## src/rv32i_types.sv

```systemverilog
`default_nettype none

package rv32i_types;

    // architectural widths
    typedef logic [31:0] pc_t;
    typedef logic [31:0] inst_t;

    // first fetch address out of reset
    localparam pc_t RESET_PC = 32'h1eceb000;

    // one queued fetch result, 64 bits
    typedef struct packed {
        pc_t   pc;   // address the word came from
        inst_t inst; // raw instruction bits
    } fetch_entry_t;

endpackage : rv32i_types

`default_nettype wire

```

## src/mem_types.sv

```systemverilog
`default_nettype none

package mem_types;

    // line and burst geometry
    localparam int unsigned LINE_BITS      = 256;
    localparam int unsigned BEAT_BITS      = 64;
    localparam int unsigned BEATS_PER_LINE = LINE_BITS / BEAT_BITS;

    // direct-mapped cache layout, 16 sets of 32 bytes
    localparam int unsigned NUM_SETS    = 16;
    localparam int unsigned OFFSET_BITS = 5;
    localparam int unsigned INDEX_BITS  = 4;
    localparam int unsigned TAG_BITS    = 32 - INDEX_BITS - OFFSET_BITS; // 23

    typedef logic [LINE_BITS-1:0] line_t;
    typedef logic [BEAT_BITS-1:0] beat_t;
    typedef logic [TAG_BITS-1:0]  tag_t;

endpackage : mem_types

`default_nettype wire

```

## src/ufp_if.sv

```systemverilog
`timescale 1ns/1ps
`default_nettype none

// fetch unit to instruction cache
interface ufp_if;

    rv32i_types::pc_t   addr;
    logic [3:0]         rmask;  // nonzero for one cycle per request
    rv32i_types::inst_t rdata;
    logic               resp;   // single pulse, one per request

    modport requester (output addr, output rmask, input rdata, input resp);

    modport responder (input addr, input rmask, output rdata, output resp);

endinterface : ufp_if

`default_nettype wire

```

## src/dfp_if.sv

```systemverilog
`timescale 1ns/1ps
`default_nettype none

// instruction cache to cacheline adapter
interface dfp_if;

    rv32i_types::pc_t addr;  // line aligned
    logic             read;  // level, held until resp
    mem_types::line_t rdata;
    logic             resp;  // one cycle, carries the whole line

    modport requester (output addr, output read, input rdata, input resp);

    modport responder (input addr, input read, output rdata, output resp);

endinterface : dfp_if

`default_nettype wire

```

## src/cacheline_adapter.sv

```systemverilog
`timescale 1ns/1ps
`default_nettype none

module cacheline_adapter (
    input  wire logic                clk,
    input  wire logic                rst,
    dfp_if.responder                 dfp,
    output      rv32i_types::pc_t    bmem_addr,
    output      logic                bmem_read,
    input  wire logic                bmem_ready,
    input  wire mem_types::beat_t    bmem_rdata,
    input  wire logic                bmem_rvalid
);

    logic read_q;       // dfp read one cycle ago
    logic issue_q;      // request seen but memory was busy
    logic want_issue;
    logic last_beat;
    logic resp_q;

    logic [$clog2(mem_types::BEATS_PER_LINE)-1:0] beat_cnt;
    mem_types::line_t                             line_q;

    // new request on the rising edge of read, or a retry
    assign want_issue = (dfp.read && !read_q) || issue_q;
    assign bmem_read  = want_issue && bmem_ready;
    assign bmem_addr  = dfp.addr;   // cache holds it stable while read is high

    assign last_beat = (beat_cnt == $bits(beat_cnt)'(mem_types::BEATS_PER_LINE - 1));

    always_ff @(posedge clk) begin
        if (rst) begin
            read_q   <= 1'b0;
            issue_q  <= 1'b0;
            beat_cnt <= '0;
            resp_q   <= 1'b0;
        end else begin
            read_q   <= dfp.read;
            issue_q  <= want_issue && !bmem_ready;
            resp_q   <= bmem_rvalid && last_beat;
            if (bmem_rvalid)
                beat_cnt <= beat_cnt + 1'b1;    // wraps to zero after the last beat
        end
    end

    // beats arrive lowest first, so shift in from the top
    always_ff @(posedge clk) begin
        if (bmem_rvalid)
            line_q <= {bmem_rdata, line_q[mem_types::LINE_BITS-1:mem_types::BEAT_BITS]};
    end

    assign dfp.rdata = line_q;
    assign dfp.resp  = resp_q;

endmodule : cacheline_adapter

`default_nettype wire

```

## src/icache.sv

```systemverilog
`timescale 1ns/1ps
`default_nettype none

module icache (
    input wire logic clk,
    input wire logic rst,
    ufp_if.responder ufp,
    dfp_if.requester dfp
);

    typedef enum logic {
        IDLE,
        FILL
    } state_t;

    state_t state;

    // storage
    logic [mem_types::NUM_SETS-1:0] valid;
    mem_types::tag_t                tag_arr  [mem_types::NUM_SETS];
    mem_types::line_t               data_arr [mem_types::NUM_SETS];

    // incoming request split
    logic                                req;
    logic                                hit;
    mem_types::tag_t                     req_tag;
    logic [mem_types::INDEX_BITS-1:0]    req_idx;
    logic [mem_types::OFFSET_BITS-3:0]   req_off;   // word within the line

    // request latched for the fill
    rv32i_types::pc_t                    addr_q;
    mem_types::tag_t                     fill_tag;
    logic [mem_types::INDEX_BITS-1:0]    fill_idx;
    logic [mem_types::OFFSET_BITS-3:0]   fill_off;

    logic               resp_q;
    rv32i_types::inst_t rdata_q;

    function automatic rv32i_types::inst_t pick_word(
        input mem_types::line_t                   line,
        input logic [mem_types::OFFSET_BITS-3:0]  off
    );
        return line[off*$bits(rv32i_types::inst_t) +: $bits(rv32i_types::inst_t)];
    endfunction

    assign req     = (|ufp.rmask) && (state == IDLE);
    assign req_tag = ufp.addr[31 -: mem_types::TAG_BITS];
    assign req_idx = ufp.addr[mem_types::OFFSET_BITS +: mem_types::INDEX_BITS];
    assign req_off = ufp.addr[mem_types::OFFSET_BITS-1:2];
    assign hit     = valid[req_idx] && (tag_arr[req_idx] == req_tag);

    assign fill_tag = addr_q[31 -: mem_types::TAG_BITS];
    assign fill_idx = addr_q[mem_types::OFFSET_BITS +: mem_types::INDEX_BITS];
    assign fill_off = addr_q[mem_types::OFFSET_BITS-1:2];

    // miss FSM and valid bits
    always_ff @(posedge clk) begin
        if (rst) begin
            state  <= IDLE;
            resp_q <= 1'b0;
            valid  <= '0;
        end else begin
            resp_q <= 1'b0;
            unique case (state)
                IDLE: begin
                    if (req && hit)
                        resp_q <= 1'b1;             // answer next cycle
                    else if (req)
                        state <= FILL;
                end
                FILL: begin
                    if (dfp.resp) begin
                        valid[fill_idx] <= 1'b1;
                        resp_q          <= 1'b1;
                        state           <= IDLE;
                    end
                end
                default: state <= IDLE;
            endcase
        end
    end

    // arrays and returned word
    always_ff @(posedge clk) begin
        if (req)
            addr_q <= ufp.addr;
        if (req && hit)
            rdata_q <= pick_word(data_arr[req_idx], req_off);
        if (state == FILL && dfp.resp) begin
            tag_arr[fill_idx]  <= fill_tag;
            data_arr[fill_idx] <= dfp.rdata;
            rdata_q            <= pick_word(dfp.rdata, fill_off);  // critical word from new line
        end
    end

    assign dfp.read  = (state == FILL);
    assign dfp.addr  = {addr_q[31:mem_types::OFFSET_BITS], {mem_types::OFFSET_BITS{1'b0}}};
    assign ufp.resp  = resp_q;
    assign ufp.rdata = rdata_q;

endmodule : icache

`default_nettype wire

```

## src/fetch_queue.sv

```systemverilog
`timescale 1ns/1ps
`default_nettype none

module fetch_queue #(
    parameter type         payload_t = logic [63:0],
    parameter int unsigned DEPTH     = 8                // power of two
) (
    input  wire logic                    clk,
    input  wire logic                    rst,
    input  wire payload_t                wdata,
    input  wire logic                    enq,
    output      payload_t                rdata,
    input  wire logic                    deq,
    output      logic                    full,
    output      logic                    empty,
    output      logic [$clog2(DEPTH):0]  count
);

    payload_t mem [DEPTH];

    logic [$clog2(DEPTH)-1:0] wr_ptr;
    logic [$clog2(DEPTH)-1:0] rd_ptr;
    logic                     do_enq;
    logic                     do_deq;

    assign do_enq = enq && !full;   // a push into a full queue is dropped
    assign do_deq = deq && !empty;

    always_ff @(posedge clk) begin
        if (rst) begin
            wr_ptr <= '0;
            rd_ptr <= '0;
            count  <= '0;
        end else begin
            if (do_enq)
                wr_ptr <= wr_ptr + 1'b1;    // pointers wrap at DEPTH
            if (do_deq)
                rd_ptr <= rd_ptr + 1'b1;
            if (do_enq && !do_deq)
                count <= count + 1'b1;
            else if (do_deq && !do_enq)
                count <= count - 1'b1;
        end
    end

    always_ff @(posedge clk) begin
        if (do_enq)
            mem[wr_ptr] <= wdata;
    end

    assign rdata = mem[rd_ptr];
    assign full  = (count == ($clog2(DEPTH)+1)'(DEPTH));
    assign empty = (count == '0);

endmodule : fetch_queue

`default_nettype wire

```

## src/fetch_unit.sv

```systemverilog
`timescale 1ns/1ps
`default_nettype none

module fetch_unit #(
    parameter int unsigned DEPTH = 8
) (
    input  wire logic                clk,
    input  wire logic                rst,
    ufp_if.requester                 ufp,
    output      logic                inst_valid,
    output      rv32i_types::pc_t    inst_pc,
    output      rv32i_types::inst_t  inst,
    input  wire logic                inst_deq
);

    rv32i_types::pc_t          pc;
    logic                      outstanding;    // request sent, no resp yet
    logic [3:0]                rmask_q;
    logic                      issue;

    rv32i_types::fetch_entry_t enq_entry;
    rv32i_types::fetch_entry_t head;
    logic                      q_full;
    logic                      q_empty;
    logic [$clog2(DEPTH):0]    q_count;

    // only issue when the result is sure to have a slot
    assign issue = !outstanding && !q_full && ((32'(q_count) + 32'(outstanding)) < DEPTH);

    always_ff @(posedge clk) begin
        if (rst) begin
            pc          <= rv32i_types::RESET_PC;
            outstanding <= 1'b0;
            rmask_q     <= '0;
        end else begin
            rmask_q <= issue ? 4'hf : 4'h0; // one-cycle strobe
            if (issue)
                outstanding <= 1'b1;
            else if (ufp.resp)
                outstanding <= 1'b0;
            if (ufp.resp)
                pc <= pc + 32'd4;
        end
    end

    assign ufp.addr  = pc;      // pc only moves on resp, so stable through the request
    assign ufp.rmask = rmask_q;

    assign enq_entry = '{pc: pc, inst: ufp.rdata};

    fetch_queue #(
        .payload_t (rv32i_types::fetch_entry_t),
        .DEPTH     (DEPTH)
    ) queue_i (
        .clk   (clk),
        .rst   (rst),
        .wdata (enq_entry),
        .enq   (ufp.resp),
        .rdata (head),
        .deq   (inst_deq),
        .full  (q_full),
        .empty (q_empty),
        .count (q_count)
    );

    assign inst_valid = !q_empty;
    assign inst_pc    = head.pc;
    assign inst       = head.inst;

endmodule : fetch_unit

`default_nettype wire

```

## src/cpu.sv

```systemverilog
`timescale 1ns/1ps
`default_nettype none

module cpu (
    input  wire logic                clk,
    input  wire logic                rst,

    // burst memory
    output      rv32i_types::pc_t    bmem_addr,
    output      logic                bmem_read,
    input  wire logic                bmem_ready,
    input  wire mem_types::beat_t    bmem_rdata,
    input  wire logic                bmem_rvalid,

    // instruction consumer
    output      logic                inst_valid,
    output      rv32i_types::pc_t    inst_pc,
    output      rv32i_types::inst_t  inst,
    input  wire logic                inst_deq
);

    ufp_if ufp ();
    dfp_if dfp ();

    fetch_unit #(
        .DEPTH (8)
    ) fetch_i (
        .clk        (clk),
        .rst        (rst),
        .ufp        (ufp.requester),
        .inst_valid (inst_valid),
        .inst_pc    (inst_pc),
        .inst       (inst),
        .inst_deq   (inst_deq)
    );

    icache cache_i (
        .clk (clk),
        .rst (rst),
        .ufp (ufp.responder),
        .dfp (dfp.requester)
    );

    cacheline_adapter adapter_i (
        .clk         (clk),
        .rst         (rst),
        .dfp         (dfp.responder),
        .bmem_addr   (bmem_addr),
        .bmem_read   (bmem_read),
        .bmem_ready  (bmem_ready),
        .bmem_rdata  (bmem_rdata),
        .bmem_rvalid (bmem_rvalid)
    );

endmodule : cpu

`default_nettype wire

```

## config.mk

```make
export PLATFORM = sky130hd
export DESIGN_NAME = cpu
export DESIGN_NICKNAME = d
export VERILOG_FILES = /design/src/rv32i_types.sv /design/src/mem_types.sv /design/src/ufp_if.sv /design/src/dfp_if.sv /design/src/cacheline_adapter.sv /design/src/icache.sv /design/src/fetch_queue.sv /design/src/fetch_unit.sv /design/src/cpu.sv
export SDC_FILE = /design/constraint.sdc
export NUM_CORES = 2
export LEC_CHECK = 0
export BUFFER_PORTS_ARGS = -buffer_cell sky130_fd_sc_hd__buf_2
export CAP_MARGIN = 10
export CORE_AREA = 2 2 406 810
export DETAILED_ROUTE_END_ITERATION = 8
export DIE_AREA = 0 0 408 812
export HOLD_SLACK_MARGIN = 0.12
export PLACE_DENSITY = 0.79
export SKIP_CTS_REPAIR_TIMING = 1
export SYNTH_ARGS = -nofsm -noshare
export SYNTH_HDL_FRONTEND = slang
export SYNTH_HIERARCHICAL = 1
export SYNTH_MEMORY_MAX_BITS = 65536
export SYNTH_SLANG_ARGS = --single-unit
```

## constraint.sdc

```tcl
create_clock -name clk -period 25 [get_ports clk]
set_input_delay 5 -clock clk [delete_from_list [all_inputs] [get_ports clk]]
set_output_delay 5 -clock clk [all_outputs]
set_load 0.01 [all_outputs]
```

==> summary.md <==
| Metric | Value |
|---|---|
| Routed length per instance | about 40 µm |
| PD cells | 80.0 nW/µm² |
| Commonest non-fill, non-tap cell in the layout | edfxtp_1 |
| Reg clk slew, reported paths | 70 ps |
| Nets@finish | 8497 |
| Core Box Area | 325000 µm² |
| Max-Slew Margin vs Limit | 18.5% |
| WP buf/inv | 2 |
| RSZ-0062 raised after global routing | no |
| Family with the most delay on the worst path | buffers and inverters |
| Via count | 95400 |
| Setup TNS Final | 0 ps |
| DIE HEIGHT | around 810 µm |
| Synth Instances | 8116 |
| Worst-margin pin slew | between 1000 and 1500 ps |
| Max VDD drop | 0.0785 mV |
| Slowest CP cell | o21a_1 |
| Setup crit start kind | input pin |
| Routability Congestion | about 0.78 |
| CP max stage delay | 140 ps |
| Ys Warns | 6 |
| Fin crit share | 41.5% |
| Port bufs | 161 |
| Overflow after GRT | 0 |
| First-pass GRT wire length | 753 mm |
| Vias in the first global route | 100000 |
| CTS tree | built |
| Sequential share of power | between 50% and 60% |
| WP data required | 20000 ps |
| Max Transition Viols Final | 0 |
| CTS buffer count | 419 |
| Leakage power | ~66 nW |
| Period minus WS final | 10370 ps |
| Die Footprint | 331000 µm² |
| Hold Fails Final Rpt | 0 |
| Post-DP HPWL | 237 mm |
| Switch share | 21.9% |
| DR DRC count | 0 |
| Status | completed |
| Layout Area Growth over Synthesis | 9.75% |
| H-tree Lvls | 5 |
| CP cell instances | buf_2 -> o21a_1 -> buf_2 |
| CP most frequent cell | buf_2 |
| GRT Util Overall | a little under a third |
| CTS root buf | clkbuf_16 |
| Initial Util | 62.8% |
| Most frequent cells in the layout | 5294 x edfxtp_1, 1616 x mux4_2, 428 x clkbuf_16 |
| Routed WL | ~520 mm |
| WP data arrival | 5370 ps |
| Die width | 408 µm |
| Vias/cell | 7.29 |
| Setup violators final | 0 |
| Peak Freq | 96.4 MHz |
| Clock Latency Late Sink | 990 ps |
| Crit end category | output port |
| Initial antenna violation count | 15 |
| Syn avg cell area | 25.1 µm² |
| Hold/Removal Path Class | reg2reg |
| I/O pin cnt | 167 |
| Combinational power share | 3.6% |
| Worst Skew | roughly 93 ps |
| Detailed Routing Iterations Pass 1 | 6 |
| Pin count of the biggest net entering global routing | between 150 and 200 |
| Clock Sinks | 5362 |
| Clock power share | 39.4% |
| Rows | 296 |
| DR iter-0 viols | approximately 15000 |
| CP Max Fanout | 2 |
| MaxCap Viol Count | 0 |
| Tot Pwr | 17.9 mW |
| CP Class | in2out |
| Internal Pwr Total | 14.0 mW |
| Synthesized cell area | 204000 µm² |
| Share of layout cells above drive strength 1 | approximately 31% |
| Switching power | 3.92 mW |
| Post-route ant nets | 0 |
| CTS max path bufs | 4 |
==> registers in the layout, summed over array words and instances (netlist names), 16 cells and up, named ones only <==
signal,flops
cache_i/tag_arr,368
adapter_i/dfp.rdata,256
fetch_i/queue_i/mem,512
cache_i/valid,16
cache_i/data_arr,4096
cache_i/addr_q,30
fetch_i/ufp.addr,30
cache_i/ufp.rdata,32
==> worst paths after layout <==
path / start / to / slack, ps / cells past startpoint
worst max-delay path: bmem_ready / bmem_read / 14630 / 3
worst min-delay path: fetch_i/outstanding$_SDFFE_PP0P_ / fetch_i/ufp.rmask[2]$_SDFF_PP0_ / 460 / 1
worst min register to register: fetch_i/outstanding$_SDFFE_PP0P_ / fetch_i/ufp.rmask[2]$_SDFF_PP0_ / 460 / 1
worst max register to register: fetch_i/ufp.addr[5]$_SDFFE_PP0P_ / cache_i/ufp.rdata[12]$_DFFE_PP_ / 17330 / 10
==> per-layer routing <==
layer	vias to the layer above	track usage, %	share of wire, %
met4	10	13.9	5.1
met1	50600	41.6	33
li1	35700	-	-
met5	-	0	0.013
met2	7687	53.8	52
met3	1412	5.65	10
==> through the flow <==
step | cell area (µm²) | util, % | std cells | hold WS, ps | setup slack (ps)
6_report | 224000 | 68.9 | 13100 | 455 | 14630
5_1_grt | 224000 | 68.9 | 13100 | 488 | 14600
3_5_place_dp | 210000 | 64.6 | 12300 | 436 | 14620
2_1_floorplan | 204000 | - | 8135 | 408 | 3900
4_1_cts | 224000 | 68.9 | 13100 | 449 | 14610
3_3_place_gp | 210000 | 64.6 | 12300 | 427 | 14620
==> power groups by stage <==
stage                     registers [mW]  clock network, mW  logic [mW]
after floorplan                     10.3                  0       0.420
after global placement              10.4                  0       0.614
after detailed placement            10.4                  0       0.624
after CTS                           10.2               7.05       0.639
after global routing                10.2               7.31       0.661
final                               10.2               7.06       0.642
==> layout make-up <==
type	instances	area (µm²)
Multi-Input combinational cell	2275	41400
Inverter	17	63.8
Tap cell	4321	5410
Timing Repair Buffer	345	2570
Sequential cell	5362	160000
Clock inverter	286	3030
Clock buffer	483	11000
Antenna cell	5	12.5
Fill cell	17400	101000
(Power assumes the default switching activity.)
